$ cat config.mk
export PLATFORM = sky130hd
export DESIGN_NAME = dcache_dt
export DESIGN_NICKNAME = d
export VERILOG_FILES = /design/src/logic/dc_geom_pkg.sv /design/src/logic/dc_op_pkg.sv /design/src/logic/dcache_dt.sv
export SDC_FILE = /design/constraint.sdc
export NUM_CORES = 1
export LEC_CHECK = 0
export BUFFER_PORTS_ARGS = -buffer_cell sky130_fd_sc_hd__buf_4
export CORE_AREA = 2 2 356 358
export CTS_CLUSTER_SIZE = 20
export DETAILED_ROUTE_END_ITERATION = 6
export DIE_AREA = 0 0 358 360
export GPL_ROUTABILITY_DRIVEN = 0
export PLACE_DENSITY = 0.36
export REMOVE_ABC_BUFFERS = 1
export SETUP_SLACK_MARGIN = 0.3
export SLEW_MARGIN = 20
export SYNTH_ARGS = -nofsm -noshare
export SYNTH_HDL_FRONTEND = slang
export SYNTH_SLANG_ARGS = --single-unit
$ cat constraint.sdc
create_clock -name clk -period 0.8 [get_ports clk]
set_input_delay 0.04 -clock clk [delete_from_list [all_inputs] [get_ports clk]]
set_output_delay 0.04 -clock clk [all_outputs]
set_load 0.01 [all_outputs]
$ cat src/logic/dc_geom_pkg.sv
// Data cache geometry
// Width helpers that derive the address fields and the word size
// from the cache size, the line size and the address width
package dc_geom_pkg;

    // Byte offset bits within a line
    function automatic int dc_offset_width(input int line_size);
        return $clog2(line_size);
    endfunction

    // Line index bits, kept at one bit when the cache has a single line
    function automatic int dc_index_width(input int cache_size, input int line_size);
        int lines;
        lines = cache_size / line_size;
        return (lines > 1) ? $clog2(lines) : 1;
    endfunction

    function automatic int dc_tag_width(input int addr_width, input int cache_size,
                                        input int line_size);
        return addr_width - dc_offset_width(line_size)
               - dc_index_width(cache_size, line_size);
    endfunction

    function automatic int dc_word_bytes(input int data_width);
        return data_width / 8;
    endfunction

endpackage

$ cat src/logic/dc_op_pkg.sv
// Data cache memory operations
// Load and store encodings with helpers for size, sign and direction
package dc_op_pkg;

    typedef enum logic [2:0] {
        DC_OP_LB, DC_OP_LH, DC_OP_LW, DC_OP_LBU,
        DC_OP_LHU, DC_OP_SB, DC_OP_SH, DC_OP_SW
    } dc_op_t;

    // Access size in bytes
    function automatic int dc_op_size(input dc_op_t op);
        case (op)
            DC_OP_LB, DC_OP_LBU, DC_OP_SB: return 1;
            DC_OP_LH, DC_OP_LHU, DC_OP_SH: return 2;
            default:                       return 4;
        endcase
    endfunction

    function automatic logic dc_op_signed(input dc_op_t op);
        return op inside {DC_OP_LB, DC_OP_LH, DC_OP_LW};
    endfunction

    function automatic logic dc_op_is_store(input dc_op_t op);
        return op inside {DC_OP_SB, DC_OP_SH, DC_OP_SW};
    endfunction

endpackage

$ cat src/logic/dcache_dt.sv
`timescale 1ns/1ps

// Data cache DT stage
// Registers the request and splits the address into tag, index and offset
// Store data and byte enables are moved to their byte position in the line
module dcache_dt
    import dc_geom_pkg::*, dc_op_pkg::*;
#(
    parameter int DATA_WIDTH   = 32,
    parameter int ADDR_WIDTH   = 32,
    parameter int CACHE_SIZE   = 1024,
    parameter int LINE_SIZE    = 32,
    localparam int OFFSET_W   = dc_offset_width(LINE_SIZE),
    localparam int INDEX_W    = dc_index_width(CACHE_SIZE, LINE_SIZE),
    localparam int TAG_W      = dc_tag_width(ADDR_WIDTH, CACHE_SIZE, LINE_SIZE),
    localparam int LINE_WIDTH = LINE_SIZE * 8
)(
    input  logic                  clk,
    input  logic                  i_arst_n,
    input  logic                  i_en,
    input  logic                  i_wr_en,
    input  logic [ADDR_WIDTH-1:0] i_addr,
    input  dc_op_t                i_op,
    input  logic [DATA_WIDTH-1:0] i_data,
    input  logic                  i_fill,
    input  logic                  i_dirty,
    input  logic [LINE_WIDTH-1:0] i_fill_data,
    output logic                  o_en,
    output logic                  o_wr_en,
    output logic                  o_fill,
    output logic                  o_dirty,
    output logic [TAG_W-1:0]      o_tag,
    output logic [INDEX_W-1:0]    o_index,
    output logic [OFFSET_W-1:0]   o_offset,
    output dc_op_t                o_op,
    output logic [LINE_SIZE-1:0]  o_byte_sel,
    output logic [LINE_WIDTH-1:0] o_data,
    output logic [LINE_WIDTH-1:0] o_fill_data
);

    localparam int LINE_COUNT = CACHE_SIZE / LINE_SIZE;
    localparam int WORD_BYTES = dc_word_bytes(DATA_WIDTH);

    logic [INDEX_W-1:0]    index;
    logic [WORD_BYTES-1:0] word_mask;
    logic [LINE_SIZE-1:0]  byte_sel;
    logic [LINE_WIDTH-1:0] line_data;

    if (LINE_COUNT > 1) begin : g_index
        assign index = i_addr[OFFSET_W +: INDEX_W];
    end else begin : g_one_line
        // No index bits with a single line
        assign index = '0;
    end

    // Size mask of the access, moved up to the byte offset in the line
    always_comb begin
        word_mask = WORD_BYTES'((1 << dc_op_size(i_op)) - 1);
        byte_sel  = LINE_SIZE'(word_mask) << i_addr[OFFSET_W-1:0];
        line_data = LINE_WIDTH'(i_data) << {i_addr[OFFSET_W-1:0], 3'b000};
    end

    always_ff @(posedge clk or negedge i_arst_n) begin
        if (!i_arst_n) begin
            o_en    <= 1'b0;
            o_wr_en <= 1'b0;
        end else begin
            o_en    <= i_en;
            o_wr_en <= i_en & i_wr_en;
        end
    end

    always_ff @(posedge clk) begin
        o_fill      <= i_fill;
        o_dirty     <= i_dirty;
        o_tag       <= i_addr[ADDR_WIDTH-1 -: TAG_W];
        o_index     <= index;
        o_offset    <= i_addr[OFFSET_W-1:0];
        o_op        <= i_op;
        o_byte_sel  <= byte_sel;
        o_data      <= line_data;
        o_fill_data <= i_fill_data;
    end

endmodule

==> reports/results.ini <==
[cells_and_area]
layout.area.seq_sq_um=12400
design_area_sq_um=36000
fraction_of_layout_instances_using_a_drive_strength_above_1_pct=76.7
final_core_util_pct=28.8
layout.nets=2936
multi_input_area_sq_um=4660
filler_cell_count=12900
area.growth.synth_to_final_pct=134

[synth]
yosys.area_share.xor_xnor_pct=0.0569
synth-adder-area-share_pct=0.163
synthDominantAreaCellType=sky130_fd_sc_hd__dfxtp_1
seq_area_frac_synth_pct=75.9
synth_top_cell_area_share_pct=75.5
synth-compound-area-share_pct=8.87
yosys_warnings=0
synth_enable_flop_cells=0
synth_top_flop_cell=sky130_fd_sc_hd__dfxtp_1
netlist-cell-type-count=60
ys_async_sr_fraction_pct=0.343
synth_most_common_cell=sky130_fd_sc_hd__dfxtp_1
synth.cells.most_frequent=sky130_fd_sc_hd__dfxtp_1 (581), sky130_fd_sc_hd__nor2_1 (171), sky130_fd_sc_hd__a21oi_1 (61), sky130_fd_sc_hd__a22o_1 (40), sky130_fd_sc_hd__mux2i_1 (25)
synth-simple-area-share_pct=8.81
muxShareOfSynthArea_pct=4.11
netlist_area_sq_um=15400
netlist_top_cells_area=sky130_fd_sc_hd__dfxtp_1 (76%), sky130_fd_sc_hd__nor2_1 (4.2%), sky130_fd_sc_hd__a22o_1 (2.3%)
syn_inst=1145
syn_avg_cell_area_sq_um=13.4
dominant_combinational_cell_family_by_area_after_synthesis=compound AO/OA/AOI/OAI gates
synth-seq-cells=583

[route]
wirelength_um=113000
detail_route.iter0.violations=724
route.detailed.wl_per_inst_um=26.2
antenna_violating_nets_post_route=0
drc_violation_count_after_routing=0
route.vias.total=15200
first_pass_iters=5
viasPerCell=3.51

[worst_setup_path]
maximum_fanout_along_the_worst_path=1
timing.critical_path.buf_inv=1
worstSetupPathType=register to output port
cp.required_ps=760
crit_path_cell_trace=buf_8
crit_slowest_cell=sky130_fd_sc_hd__dfrtp_1
crit_path_start_kind=register
timing.critical_path.slowest_cell_delay_ps=410
data_arrival_time_of_the_critical_path_ps=1230
crit_end_element=output port
crit_family=flip-flops

[clock_network]
cts-buffers-inserted=71
total_number_of_clock_tree_sinks=583
path_clk_slew_ps=60
cts_buffer_depth=3
hold_buffers=305
htree_num_levels=3
cts_tree=built
ctsRootBufferMaster=sky130_fd_sc_hd__clkbuf_16

[die]
placeableCoreArea_sq_um=125000
die_w_um=358
floorplan.initialDensity_pct=12.3
floorplan.rows=130
die_height_um=360
die_outline_area_sq_um=129000
ioPinCount=912

[power_and_ir_drop]
power.leakage_uw=0.0155
powerDensity_nw_per_um2=2060
vdd_drop_max_mv=1.56

[sta]
final_critical_path_share_of_the_clock_period_pct=159
timing.final.ws_setup_ps=-469
slew_violations=0
hold_slack_ps=-215
max_freq_mhz=788
worst-slew-pin-transition_ps=558
relSlewSlack_pct=62.8
final-setup-viol-count=608
grt_setup_unrepaired=true
final_period_minus_worst_setup_slack_ps=1270
finalHoldViolations=108

[global_routing]
vias_in_the_first_global_route=16400
grtUsageTotal_pct=16.8
grt_residual_overflow=0
global_route_wire_length_before_repair_um=146000
antenna_violations_before_repair=33
largest_net_degree_at_the_start_of_global_routing=22

[run]
maxCapViolations=0

[hold_path]
timing.hold.worst.class=primary input to register

[status]
status=finished, violations left
failed_checks=negative hold slack, negative setup slack

[placed_design]
placed_cell_area_sq_um=25800
numPortBuffers=911
post-place-ws_ps=-974
dp_hpwl_um=91200

## routing by layer
layer | GRT usage, % | vias up | part of all wire [%]
li1 | - | 6840 | -
met1 | 17.5 | 7513 | 36
met2 | 30.7 | 650 | 52
met3 | 7.13 | 143 | 9.3
met4 | 4.17 | 6 | 2.5
met5 | 0 | - | 0.034
## layout by cell type, fill, tap and decap left out, types with 13 or more instances in the layout
cell                            Yosys  final
sky130_fd_sc_hd__a21oi_1           61     24
sky130_fd_sc_hd__dfxtp_2            0    559
sky130_fd_sc_hd__buf_8              0     20
sky130_fd_sc_hd__nor2_4             2     42
sky130_fd_sc_hd__o22ai_1           24     16
sky130_fd_sc_hd__diode_2            0     17
sky130_fd_sc_hd__dlygate4sd3_1      0    298
sky130_fd_sc_hd__nor2_2             1     21
sky130_fd_sc_hd__clkbuf_16          0     71
sky130_fd_sc_hd__a21o_1            16     16
sky130_fd_sc_hd__a22o_1            40     33
sky130_fd_sc_hd__and4b_1           13     13
sky130_fd_sc_hd__dfxtp_4            0     17
sky130_fd_sc_hd__clkbuf_1          17     22
sky130_fd_sc_hd__buf_12             0     44
sky130_fd_sc_hd__a21oi_2            0     36
sky130_fd_sc_hd__nand2_1           24     17
sky130_fd_sc_hd__buf_6             11    610
sky130_fd_sc_hd__buf_4              6    455
sky130_fd_sc_hd__mux2i_4            8     21
sky130_fd_sc_hd__nor2_1           171    111
## area by class of cell
class,instances,share of cell area (%)
Tap cell,1650,5.73
Timing Repair Buffer,1435,40.6
Multi-Input combinational cell,510,12.9
Clock inverter,24,0.705
Sequential cell,583,34.5
Antenna cell,17,0.118
Inverter,4,0.0451
Clock buffer,98,5.35
## kinds of logic after synthesis
| family | Yosys count |
|---|---|
| AO/OA/AOI/OAI | 188 |
| XOR/XNOR | 1 |
| adder cells (fa/ha/maj) | 2 |
| buffers and inverters | 54 |
| flip-flops | 583 |
| multiplexers | 49 |
| AND/OR/NAND/NOR | 268 |
## metrics by stage
stage,TNS (ps),hold slack [ps],total power [uW],std cells
CTS,-236040,-264,75100,4296
finish,-193380,-215,74400,4321
global placement,-190740,-173,40200,3840
global route,-231440,-254,77300,4321
floorplan,-47810,-256,33300,1095
detailed placement,-192110,-170,40200,3840
## path summary, 6_finish.rpt
kind / startpoint / to / slack (ps) / cells after the start
min: i_data[1] / o_data[193] / -220 / 3
max: o_wr_en / o_wr_en / -470 / 1
min in group asynchronous: i_arst_n / o_en / 280 / 3
max in group asynchronous: i_arst_n / o_wr_en / 390 / 3
## sequential cells by signal, indices dropped and copies added, names as in the netlist, 3 cells and up
name and cells:
o_data 256, o_fill_data 256, o_byte_sel 32, o_tag 22, o_index 5, o_offset 5, o_op 3
## power by group
part | switching (uW) | internal (uW) | total, uW | leakage [uW]
combinational | 5460 | 6580 | 12000 | 0.00942
sequential | 741 | 30600 | 31300 | 0.00498
clock | 13400 | 17700 | 31000 | 0.00106
total | 19600 | 54800 | 74400 | 0.0155
## what timing repair did
action | 4_1_cts | 5_1_grt
resized for setup | 1312 | 219
pin swaps | 88 | 72
gates cloned | 5 | 1
buffers inserted | 24 | 11
endpoints found under the hold margin | 463 | 185
endpoints found under the setup margin | 870 | 865
(Power assumes the default switching activity.)
