**config.mk**
```make
export PLATFORM = sky130hd
export DESIGN_NAME = dcache_dw
export DESIGN_NICKNAME = d
export VERILOG_FILES = /design/src/logic/dc_geom_pkg.sv /design/src/logic/dc_op_pkg.sv /design/src/logic/dcache_dw.sv
export SDC_FILE = /design/constraint.sdc
export NUM_CORES = 1
export LEC_CHECK = 0
export ABC_AREA = 1
export BUFFER_PORTS_ARGS = -buffer_cell sky130_fd_sc_hd__buf_2
export CAP_MARGIN = 10
export CORE_AREA = 4 4 577 579
export DETAILED_ROUTE_END_ITERATION = 12
export DIE_AREA = 0 0 581 583
export PLACE_DENSITY_LB_ADDON = 0.15
export SLEW_MARGIN = 20
export SYNTH_ARGS = -nofsm -noshare
export SYNTH_HDL_FRONTEND = slang
export SYNTH_SLANG_ARGS = --single-unit
```
**constraint.sdc**
```tcl
create_clock -name clk -period 7.75 [get_ports clk]
set_input_delay 1.55 -clock clk [delete_from_list [all_inputs] [get_ports clk]]
set_output_delay 1.55 -clock clk [all_outputs]
set_load 0.03 [all_outputs]
```
**src/logic/dc_geom_pkg.sv**
```systemverilog
// Data cache geometry
// Width helpers that derive the address fields and the word size
// from the cache size, the line size and the address width
package dc_geom_pkg;

    // Byte offset bits within a line
    function automatic int dc_offset_width(input int line_size);
        return $clog2(line_size);
    endfunction

    // Line index bits, kept at one bit when the cache has a single line
    function automatic int dc_index_width(input int cache_size, input int line_size);
        int lines;
        lines = cache_size / line_size;
        return (lines > 1) ? $clog2(lines) : 1;
    endfunction

    function automatic int dc_tag_width(input int addr_width, input int cache_size,
                                        input int line_size);
        return addr_width - dc_offset_width(line_size)
               - dc_index_width(cache_size, line_size);
    endfunction

    function automatic int dc_word_bytes(input int data_width);
        return data_width / 8;
    endfunction

endpackage

```
**src/logic/dc_op_pkg.sv**
```systemverilog
// Data cache memory operations
// Load and store encodings with helpers for size, sign and direction
package dc_op_pkg;

    typedef enum logic [2:0] {
        DC_OP_LB, DC_OP_LH, DC_OP_LW, DC_OP_LBU,
        DC_OP_LHU, DC_OP_SB, DC_OP_SH, DC_OP_SW
    } dc_op_t;

    // Access size in bytes
    function automatic int dc_op_size(input dc_op_t op);
        case (op)
            DC_OP_LB, DC_OP_LBU, DC_OP_SB: return 1;
            DC_OP_LH, DC_OP_LHU, DC_OP_SH: return 2;
            default:                       return 4;
        endcase
    endfunction

    function automatic logic dc_op_signed(input dc_op_t op);
        return op inside {DC_OP_LB, DC_OP_LH, DC_OP_LW};
    endfunction

    function automatic logic dc_op_is_store(input dc_op_t op);
        return op inside {DC_OP_SB, DC_OP_SH, DC_OP_SW};
    endfunction

endpackage

```
**src/logic/dcache_dw.sv**
```systemverilog
`timescale 1ns/1ps

// Data cache DW stage
// Resolves hit against the line read in DT, builds the array write for
// store hits and fills, and registers load data and the evicted line
module dcache_dw
    import dc_geom_pkg::*, dc_op_pkg::*;
#(
    parameter int DATA_WIDTH   = 32,
    parameter int ADDR_WIDTH   = 32,
    parameter int CACHE_SIZE   = 1024,
    parameter int LINE_SIZE    = 32,
    localparam int OFFSET_W   = dc_offset_width(LINE_SIZE),
    localparam int INDEX_W    = dc_index_width(CACHE_SIZE, LINE_SIZE),
    localparam int TAG_W      = dc_tag_width(ADDR_WIDTH, CACHE_SIZE, LINE_SIZE),
    localparam int LINE_WIDTH = LINE_SIZE * 8
)(
    input  logic                  clk,
    input  logic                  i_arst_n,
    input  logic                  i_en,
    input  logic                  i_wr_en,
    input  logic                  i_fill,
    input  logic                  i_dirty,
    input  logic [TAG_W-1:0]      i_tag,
    input  logic [INDEX_W-1:0]    i_index,
    input  logic [OFFSET_W-1:0]   i_offset,
    input  dc_op_t                i_op,
    input  logic [LINE_SIZE-1:0]  i_byte_sel,
    input  logic [LINE_WIDTH-1:0] i_data,
    input  logic [LINE_WIDTH-1:0] i_fill_data,
    input  logic                  i_rd_valid,
    input  logic                  i_rd_dirty,
    input  logic [TAG_W-1:0]      i_rd_tag,
    input  logic [LINE_WIDTH-1:0] i_rd_line,
    output logic                  o_wr_en,
    output logic [INDEX_W-1:0]    o_wr_index,
    output logic                  o_wr_valid,
    output logic                  o_wr_dirty,
    output logic [TAG_W-1:0]      o_wr_tag,
    output logic [LINE_WIDTH-1:0] o_wr_line,
    output logic                  o_hit,
    output logic [DATA_WIDTH-1:0] o_data,
    output logic                  o_victim_valid,
    output logic [ADDR_WIDTH-1:0] o_victim_addr,
    output logic [LINE_WIDTH-1:0] o_victim_data
);

    localparam int WORD_BYTES = dc_word_bytes(DATA_WIDTH);

    // Copy of the write issued last cycle, which the array read missed
    logic                  fwd_en_q;
    logic [INDEX_W-1:0]    fwd_index_q;
    logic                  fwd_dirty_q;
    logic [TAG_W-1:0]      fwd_tag_q;
    logic [LINE_WIDTH-1:0] fwd_line_q;

    logic                  use_fwd;
    logic                  eff_valid;
    logic                  eff_dirty;
    logic [TAG_W-1:0]      eff_tag;
    logic [LINE_WIDTH-1:0] eff_line;
    logic                  hit;
    logic                  fill_wr;
    logic [LINE_WIDTH-1:0] merged_line;
    logic [LINE_WIDTH-1:0] shifted_line;
    logic [DATA_WIDTH-1:0] load_data;

    assign use_fwd   = fwd_en_q && (fwd_index_q == i_index);
    // A forwarded write always leaves the line valid
    assign eff_valid = use_fwd || i_rd_valid;
    assign eff_dirty = use_fwd ? fwd_dirty_q : i_rd_dirty;
    assign eff_tag   = use_fwd ? fwd_tag_q : i_rd_tag;
    assign eff_line  = use_fwd ? fwd_line_q : i_rd_line;

    assign hit     = i_en && !i_fill && eff_valid && (eff_tag == i_tag);
    assign fill_wr = i_en && i_wr_en && i_fill;

    // Store bytes replace line bytes under the byte select
    always_comb begin
        for (int b = 0; b < LINE_SIZE; b++) begin
            merged_line[b*8 +: 8] = i_byte_sel[b] ? i_data[b*8 +: 8] : eff_line[b*8 +: 8];
        end
    end

    // Only store hits and fills reach the array
    assign o_wr_en    = fill_wr || (hit && i_wr_en);
    assign o_wr_index = i_index;
    assign o_wr_valid = 1'b1;
    assign o_wr_dirty = i_fill ? i_dirty : 1'b1;
    assign o_wr_tag   = i_tag;
    assign o_wr_line  = i_fill ? i_fill_data : merged_line;

    always_comb begin
        int   size;
        logic sign_bit;
        size         = dc_op_size(i_op);
        shifted_line = eff_line >> {i_offset, 3'b000};
        load_data    = shifted_line[DATA_WIDTH-1:0];
        sign_bit     = dc_op_signed(i_op) && load_data[size*8-1];
        // Bytes above the access size take the sign or zero
        for (int b = 0; b < WORD_BYTES; b++) begin
            if (b >= size) begin
                load_data[b*8 +: 8] = {8{sign_bit}};
            end
        end
    end

    always_ff @(posedge clk or negedge i_arst_n) begin
        if (!i_arst_n) begin
            fwd_en_q       <= 1'b0;
            o_hit          <= 1'b0;
            o_victim_valid <= 1'b0;
        end else begin
            fwd_en_q       <= o_wr_en;
            o_hit          <= hit;
            o_victim_valid <= fill_wr && eff_valid && eff_dirty;
        end
    end

    always_ff @(posedge clk) begin
        fwd_index_q   <= o_wr_index;
        fwd_dirty_q   <= o_wr_dirty;
        fwd_tag_q     <= o_wr_tag;
        fwd_line_q    <= o_wr_line;
        o_data        <= (hit && !dc_op_is_store(i_op)) ? load_data : '0;
        o_victim_addr <= {eff_tag, i_index, {OFFSET_W{1'b0}}};
        o_victim_data <= eff_line;
    end

endmodule

```
==> results of run 1 <==
-- final timing paths --
kind	from	to	slack [ps]
worst min-delay path	fwd_dirty_q$_DFF_P_	o_victim_valid$_DFF_PN0_	440
max in group asynchronous	i_arst_n	fwd_en_q$_DFF_PN0_	7040
min in group asynchronous	i_arst_n	o_hit$_DFF_PN0_	560
worst max register to register	fwd_en_q$_DFF_PN0_	o_data[19]$_SDFF_PN0_	2650
worst max-delay path	i_index[1]	o_wr_line[177]	760
worst min register to register	fwd_dirty_q$_DFF_P_	o_victim_valid$_DFF_PN0_	440
-- sequential cells by signal (all words and copies together) (netlist names), 4 cells and up --
| register | flops |
|---|---|
| fwd_index_q | 4 |
| o_data | 32 |
| fwd_tag_q | 22 |
| o_victim_addr | 23 |
| fwd_line_q | 256 |
| o_victim_data | 256 |
-- worst max-delay path, stage by stage --
cell     delay, ps
buf_2          170
inv_1           50
nand2_1         70
nand2_1        110
nor2_4         140
nand3_4        370
inv_8          510
buf_12         300
buf_4          240
nand2_1        140
nand2_1        340
nor2_1          90
o21ai_0        850
buf_2          360
-- per-layer routing --
metal | wire (um) | GRT usage, % | up-vias
met1 | 152000 | 25.3 | 18918
li1 | - | - | 17305
met4 | 9490 | 4.67 | 102
met2 | 166000 | 33.7 | 1855
met3 | 24600 | 4.85 | 398
met5 | 680 | 0 | -
-- where the power goes --
group | internal, mW | total (mW) | switching (mW)
Sequential | 3.28 | 3.36 | 0.0772
Combinational | 0.721 | 2.80 | 2.08
Clock | 2.71 | 4.52 | 1.81
-- layout make-up --
| type | count | area share (%) |
|---|---|---|
| well taps | 4346 | 11.8 |
| inverters | 209 | 1.77 |
| diodes | 55 | 0.298 |
| clock inverters | 29 | 0.893 |
| clock buffers | 132 | 5.83 |
| flip-flops and latches | 597 | 26.0 |
| multi-input cells | 3290 | 32.2 |
| repair buffers | 1606 | 21.3 |
-- placed cells by master, fill, tap and decap left out, types with 22 or more instances in the layout --
cell / Yosys / final
a21boi_0: 37 / 32
a21oi_1: 61 / 61
buf_12: 0 / 95
buf_2: 56 / 1382
buf_4: 38 / 126
clkbuf_1: 183 / 22
clkbuf_16: 0 / 97
dfxtp_1: 594 / 594
diode_2: 0 / 55
inv_1: 202 / 198
nand2_1: 1521 / 1520
nand3_1: 336 / 336
nand4_1: 55 / 55
nor2_1: 341 / 340
o2111ai_1: 42 / 42
o211ai_1: 23 / 23
o21ai_0: 734 / 708
o21ai_1: 28 / 52
-- cell families (layout without fill, tap and decap cells) --
group | Yosys count | count (layout) | share of synthesized area, %
compound gates | 977 | 977 | 18.3
buf+inv | 541 | 1976 | 7.76
fa+ha+maj | 2 | 2 | 0.0862
flops | 597 | 597 | 41.2
other cells | 2 | 61 | 0.0259
xor+xnor | 8 | 8 | 0.241
simple gates | 2297 | 2297 | 32.3
-- stage by stage --
stage               setup WS [ps]  instances
floorplan                    2580       4428
global route                  515      10227
global placement            -8.58      10042
CTS                           572      10209
finish                        759      10264
detailed placement            595      10048
==> flow_summary.yaml, run 1 <==
clock_network:
  cts_setup_buffers: 0
  cts_tree: "done"
  clock-sinks: 597
  clockBufferDepth: 4
  cts_max_level: 3
  cts_hold_buf: 0
  clock_latency_ps: 800
  cts_repair_resize_count: 0
  cts.reportedPaths.clkPinSlew_ps: 50
  cts_made_buffers: 95
  cts_root_buf: "clkbuf_16"
sta:
  slew-limit-headroom_pct: 12.8
  rsz0062_at_grt: "false"
  clock_skew_ps: 40.1
  min_period_ps: 6990
  holdWs_ps: 444
  worst_slew_pin_slew_ps: 1300
  fmax_mhz: 143
  finalSetupViolations: 0
  hold_viol_final: 0
  period_share_pct: 90.2
  final.setup.tns_ps: 0
  drv_slew: 0
setup_path:
  cp_max_fo: 46
  required_ps: 6200
  worstRegToRegCells: 15
  cp-end-kind: "primary output"
  critPathKind: "in2out"
  critPathLaunchType: "input pin"
  worstPathArrival_ps: 5440
yosys:
  synth-main-ff-cell: "dfxtp_1"
  yosysSeqAreaShare_pct: 41.2
  synth_top_area_share_pct: 41.0
  yosys-top-cells-area: "dfxtp_1 41%, nand2_1 20%, o21ai_0 13%, nand3_1 5.8%, nor2_1 4.4%"
  synth_common_cells: "1521 x nand2_1, 734 x o21ai_0, 594 x dfxtp_1, 341 x nor2_1, 336 x nand3_1"
  synth_cells: 4424
  syn_area_per_cell_um2: 6.56
  synth_edf_count: 0
  synth_warnings: 0
  netlist_area_mm2: 0.0290
  yosysMostFrequentCell: "nand2_1"
  synth_cell_types: 45
  ys_seq_elements: 597
  synth.largest_area_cell: "dfxtp_1"
  async_flop_share_pct: 0.503
layout:
  seq_area_mm2: 0.0120
  area_growth_pct: 58.9
  drive_above_1_share_pct: 30.7
  design_area_mm2: 0.0461
  multi_input_area_mm2: 0.0149
  nNetsFinal: 6666
  fin_util_pct: 14.1
  fillers: 38430
global_routing:
  grt_start_max_net_pins: 106
  antenna_found_initial: 163
  gr-usage-all-layers_pct: 19.9
  grt_pass1_vias: 39008
  globalRouteOverflowTotal: 0
  grt_pass1_wl_mm: 441
power:
  ir_drop_uv: 149
  cellPowerDensity_mw_per_mm2: 232
  power.total_mw: 10.7
  power.leakage_nw: 21.4
routing:
  wl_per_cell_um: 34.4
  drt-pass1-iter-count: 6
  postRouteWirelength_mm: 353
  viasPerCell: 3.76
  drc: 0
  antenna_left: 0
  drt-initial-drc-count: 3069
  via_count: 38578
place:
  gp_congestion: 0.873
  place_area_mm2: 0.0429
  port_buffers: 1466
  dp_hpwl_mm: 303
floorplan:
  core_area_mm2: 0.327
  fp.dieW_um: 581
  num_rows: 210
  pin_count: 1473
  die_h_um: 583
  initial_core_util_pct: 8.87
  die-area_mm2: 0.339
status:
  status: "completed"
job:
  maxCapViolCount: 0
hold_path:
  hold_class: "reg2reg"
  whs_path_depth: 2
No activity file was read; power rests on OpenSTA's default activity.
==> run 2, diff against run 1 <==
--- a/config.mk
+++ b/config.mk
@@ -7,4 +7,5 @@
 export LEC_CHECK = 0
 export ABC_AREA = 1
+export ABC_CLOCK_PERIOD_IN_PS = 7750
 export BUFFER_PORTS_ARGS = -buffer_cell sky130_fd_sc_hd__buf_2
 export CAP_MARGIN = 10
==> constraint.sdc (replaced) <==
create_clock -name clk -period 7.75 [get_ports clk]
set_input_delay 1.55 -clock clk [delete_from_list [all_inputs] [get_ports clk]]
set_output_delay 1.55 -clock clk [all_outputs]
set_load 0.02 [all_outputs]
==> run 2 against run 1 <==
Against the previous run:
- sequential cell count unchanged
- design area shrank 1.4%
- count of clock-buffer cells in the layout decreased by 7
- clock skew grew 0.92 ps
- wire length rose by 1.1%
- worst setup slack worse by 93 ps
- sequential share of layout area is 0.37 points higher
- non-clock buffer count unchanged
- maximum frequency is 1.3% lower
- worst hold slack worse by 2.7 ps
- critical endpoint is now o_wr_line[231]
- final cell count about the same
- critical path type unchanged
==> flow_summary.yaml, run 2 (synthesized netlist as in run 1, its figures left out) <==
setup_path:
  rrSetupSlack_ps: 2700
  required_ps: 6200
  critPathLaunchType: "input pin"
  critPathKind: "in2out"
  r2r-end: "o_data[13]$_SDFF_PN0_"
  cp-end-kind: "primary output"
  cp_max_fo: 113
  worstPathArrival_ps: 5530
  worstRegToRegCells: 15
  r2r-start: "fwd_en_q$_DFF_PN0_"
clock_network:
  cts_hold_buf: 0
  cts_setup_buffers: 0
  cts_max_level: 3
  clockBufferDepth: 4
  cts.reportedPaths.clkPinSlew_ps: 60
  cts_tree: "done"
  clock-sinks: 597
  clock_latency_ps: 830
  cts_root_buf: "clkbuf_16"
  cts_made_buffers: 96
  cts_repair_resize_count: 0
layout:
  drive_above_1_share_pct: 30.9
  area_growth_pct: 56.7
  nNetsFinal: 6667
  layout_common_cells: "1520 x nand2_1, 1428 x buf_2, 713 x o21ai_0, 594 x dfxtp_1, 340 x nor2_1"
  final_common_cell: "nand2_1"
  layout.cells.non_filler: 10272
  largestRegisters: "fwd_line_q x256, o_victim_data x256, o_data x32"
sta:
  hold_viol_final: 0
  worst_slew_pin_slew_ps: 1280
  final.setup.tns_ps: 0
  rsz0062_at_grt: "false"
  drv_slew: 0
  fmax_mhz: 141
  clock_skew_ps: 41.0
  slew-limit-headroom_pct: 13.5
  min_period_ps: 7080
  period_share_pct: 91.4
  finalSetupViolations: 0
place:
  dp_hpwl_mm: 306
  port_buffers: 1466
  gp_congestion: 0.860
  placed_cells: 10048
floorplan:
  die_h_um: 583
  pin_count: 1473
  die-area_mm2: 0.339
  initial_core_util_pct: 8.87
  num_rows: 210
  core_area_mm2: 0.327
  fp.dieW_um: 581
global_routing:
  globalRouteOverflowTotal: 0
  grt_start_max_net_pins: 114
  use_met3_pct: 5.27
  met2_usage_pct: 33.5
  gr-usage-all-layers_pct: 20.1
  grt_busiest_layer: "met2"
  antenna_found_initial: 160
  grtUsageMet1_pct: 25.2
  grt_pass1_vias: 39259
  grt_pass1_wl_mm: 445
routing:
  drc: 0
  wl_per_cell_um: 34.7
  viasPerCell: 3.80
  postRouteWirelength_mm: 357
  via_count: 39016
  antenna_left: 0
  drt-pass1-iter-count: 6
  drt-initial-drc-count: 3324
hold_path:
  hold_end: "o_victim_valid$_DFF_PN0_"
  hold_class: "reg2reg"
  whs_path_depth: 2
  hold_path_startpoint: "fwd_dirty_q$_DFF_P_"
power:
  ir_drop_uv: 159
  power.leakage_nw: 21.2
  cellPowerDensity_mw_per_mm2: 232
status:
  status: "completed"
job:
  maxCapViolCount: 0
[run 2: cell types whose count changed in the layout (fill, tap and decap cells not counted), moves of 3 or more]
cell	before	now
buf_2	1382	1428
clkbuf_1	22	12
clkinv_2	8	13
buf_4	126	130
o21ai_1	52	49
inv_6	4	10
buf_12	95	46
o21ai_0	708	713
diode_2	55	59
[run 2: final cells by class]
type,instances,area [um2]
multi-input cells,3290,14800
fillers,38341,282000
repair buffers,1606,9070
inverters,209,815
flip-flops and latches,597,12000
diodes,59,148
clock buffers,125,2720
well taps,4346,5440
clock inverters,40,465
[run 2: report_power, final]
part           total [mW]  internal (mW)  switching (mW)
clock                4.59           2.73            1.87
combinational        2.57          0.651            1.92
sequential           3.36           3.28          0.0786
[run 2: per-stage QoR]
| step | hold WS, ps | setup WS [ps] | util [%] | total power, mW | area [um2] |
|---|---|---|---|---|---|
| 4_1_cts | 442 | 619 | 13.9 | 10.8 | 45300 |
| 3_3_place_gp | 449 | 165 | 12.9 | 6.08 | 42100 |
| 3_5_place_dp | 440 | 619 | 12.9 | 6.06 | 42100 |
| 2_1_floorplan | 416 | 2790 | - | 4.38 | 29000 |
| 6_report | 442 | 666 | 13.9 | 10.5 | 45500 |
| 5_1_grt | 476 | 445 | 13.9 | 10.9 | 45300 |
[run 2: metal layers]
| metal | vias up | part of all wire [%] |
|---|---|---|
| li1 | 17312 | - |
| met1 | 19153 | 43 |
| met2 | 1998 | 46 |
| met3 | 461 | 7.0 |
| met4 | 92 | 3.4 |
| met5 | - | 0.16 |
[run 2: worst max-delay path, stage by stage]
cell and delay (ps):
buf_2 120, nand2_1 70, inv_2 40, nor2_1 190
nor2_4 70, nand3_4 240, buf_12 350, buf_4 500
nand2_1 180, nand2_1 580, nor2_1 130, o21ai_1 620
buf_2 360
[run 2: worst max path at each step]
stage / from / slack (ps) / endpoint
after global placement: i_index[2] / 170 / o_wr_line[231]
after detailed placement: i_index[2] / 620 / o_wr_line[231]
after CTS: i_index[2] / 620 / o_wr_line[231]
final: i_index[2] / 670 / o_wr_line[231]
after floorplan: i_index[3] / 2790 / o_wr_line[6]
after global routing: i_index[2] / 450 / o_wr_line[231]
==> run 3, diff against run 2 <==
Settings changed: PLACE_DENSITY set to 0.3, PLACE_DENSITY_LB_ADDON 0.15 to not set.
==> run 3 against run 2 <==
Against the previous run:
- sequential cell count unchanged
- combinational power increased by 2%
- worst hold slack gained 4.2 ps
==> flow_summary.yaml, run 3 (synthesized netlist as in run 1, its figures left out) <==
layout:
  nNetsFinal: 6656
  drive_above_1_share_pct: 30.7
  largestRegisters: "fwd_line_q x256, o_victim_data x256, o_data x32"
  final_common_cell: "nand2_1"
  design_area_mm2: 0.0453
  area_growth_pct: 56.2
  fin_util_pct: 13.9
  layout.cells.non_filler: 10260
  layout_common_cells: "1520 x nand2_1, 1416 x buf_2, 699 x o21ai_0, 594 x dfxtp_1, 340 x nor2_1"
clock_network:
  cts_tree: "done"
  clock-sinks: 597
  cts_setup_buffers: 0
  cts.reportedPaths.clkPinSlew_ps: 50
  cts_repair_resize_count: 0
  cts_hold_buf: 0
  clockBufferDepth: 4
  cts_max_level: 3
  cts_root_buf: "clkbuf_16"
  cts_made_buffers: 94
  clock_latency_ps: 820
routing:
  drt-pass1-iter-count: 8
  wl_per_cell_um: 35.5
  viasPerCell: 3.82
  wl_met3_mm: 26.8
  top_layer_used: "met5"
  antenna_left: 0
  drt-initial-drc-count: 3769
  route.met2.wl_mm: 167
  postRouteWirelength_mm: 365
  drc: 0
  wl_met1_mm: 157
  via_count: 39210
setup_path:
  worst_path_max_delay_cell: "o21ai_0"
  worstPathArrival_ps: 5510
  path_depth: 13
  cp_max_fo: 54
  slowest_delay_ps: 940
  crit_family: "buffers and inverters"
  required_ps: 6200
  critPathLaunchType: "input pin"
  critPathKind: "in2out"
  path_buf_inv: 5
  cp-end-kind: "primary output"
  path_cells: "buf_2, inv_1, nand2_1, nand2_1, nor2_4, nand3_4, inv_8, buf_4, nand2_1, nand2_1, nor2_1, o21ai_0, buf_2"
  worstRegToRegCells: 17
  worst_path_most_repeated_cell: "nand2_1"
global_routing:
  grt_pass1_wl_mm: 452
  globalRouteOverflowTotal: 0
  grt_pass1_vias: 39308
  grt_start_max_net_pins: 105
  antenna_found_initial: 162
  gr-usage-all-layers_pct: 20.5
floorplan:
  core_area_mm2: 0.327
  pin_count: 1473
  die_h_um: 583
  initial_core_util_pct: 8.87
  die-area_mm2: 0.339
  fp.dieW_um: 581
  num_rows: 210
sta:
  worst_slew_pin_slew_ps: 1390
  final.setup.tns_ps: 0
  min_period_ps: 7060
  period_share_pct: 91.1
  hold_viol_final: 0
  clock_skew_ps: 49.2
  rsz0062_at_grt: "false"
  finalSetupViolations: 0
  slew-limit-headroom_pct: 6.20
  fmax_mhz: 142
  drv_slew: 0
  holdWs_ps: 446
place:
  place_area_mm2: 0.0422
  port_buffers: 1466
  dp_hpwl_mm: 315
  placed_cells: 10039
  gp_congestion: 0.879
hold_path:
  hold_class: "reg2reg"
  whs_path_depth: 2
status:
  status: "completed"
power:
  ir_drop_uv: 164
  power.leakage_nw: 21.1
  cellPowerDensity_mw_per_mm2: 227
job:
  maxCapViolCount: 0
[run 3: cell count changes in the layout (fill, tap and decap cells not counted), sizes merged, moves of 3 or more]
cell / previous run / this run
buf: 1605 / 1596
diode: 59 / 55
clkinvlp: 5 / 8
clkbuf: 126 / 122
clkinv: 18 / 26
bufinv: 8 / 4
[run 3: report_power, final]
part	internal, mW	leakage [nW]	switching (mW)
combinational	0.660	14.6	1.97
clock	2.48	1.46	1.83
sequential	3.29	5.04	0.0847
total	6.42	21.1	3.89
[run 3: layer usage]
metal | vias to the layer above | global-route usage (%)
li1 | 17282 | -
met1 | 19145 | 26.1
met2 | 2174 | 33.9
met3 | 501 | 5.42
met4 | 108 | 6.14
met5 | - | 0
[run 3: tightest hold or removal path, cell delays in order, from the launching register on]
cell,delay (ps)
dfxtp_1,290
nand2_1,50
a21oi_1,60
[run 3: cell type report]
type | count | area (um2)
diodes | 55 | 138
clock buffers | 121 | 2560
clock inverters | 45 | 414
fillers | 38451 | 282000
inverters | 209 | 815
multi-input cells | 3290 | 14800
flip-flops and latches | 597 | 12000
well taps | 4346 | 5440
repair buffers | 1597 | 9150
[run 3: final timing paths]
kind                                      from                  endpoint  slack, ps
max                                 i_index[4]             o_wr_line[94]        690
min                        fwd_dirty_q$_DFF_P_  o_victim_valid$_DFF_PN0_        450
max reg2reg                 fwd_en_q$_DFF_PN0_     o_data[20]$_SDFF_PN0_       2520
min reg2reg                fwd_dirty_q$_DFF_P_  o_victim_valid$_DFF_PN0_        450
max in group asynchronous             i_arst_n        fwd_en_q$_DFF_PN0_       7060
min in group asynchronous             i_arst_n  o_victim_valid$_DFF_PN0_        560
[run 3: stage by stage]
step	total power, mW	setup WS, ps
global placement	6.13	744
floorplan	4.38	2790
finish	10.3	687
detailed placement	6.11	790
CTS	10.6	785
global route	10.7	675
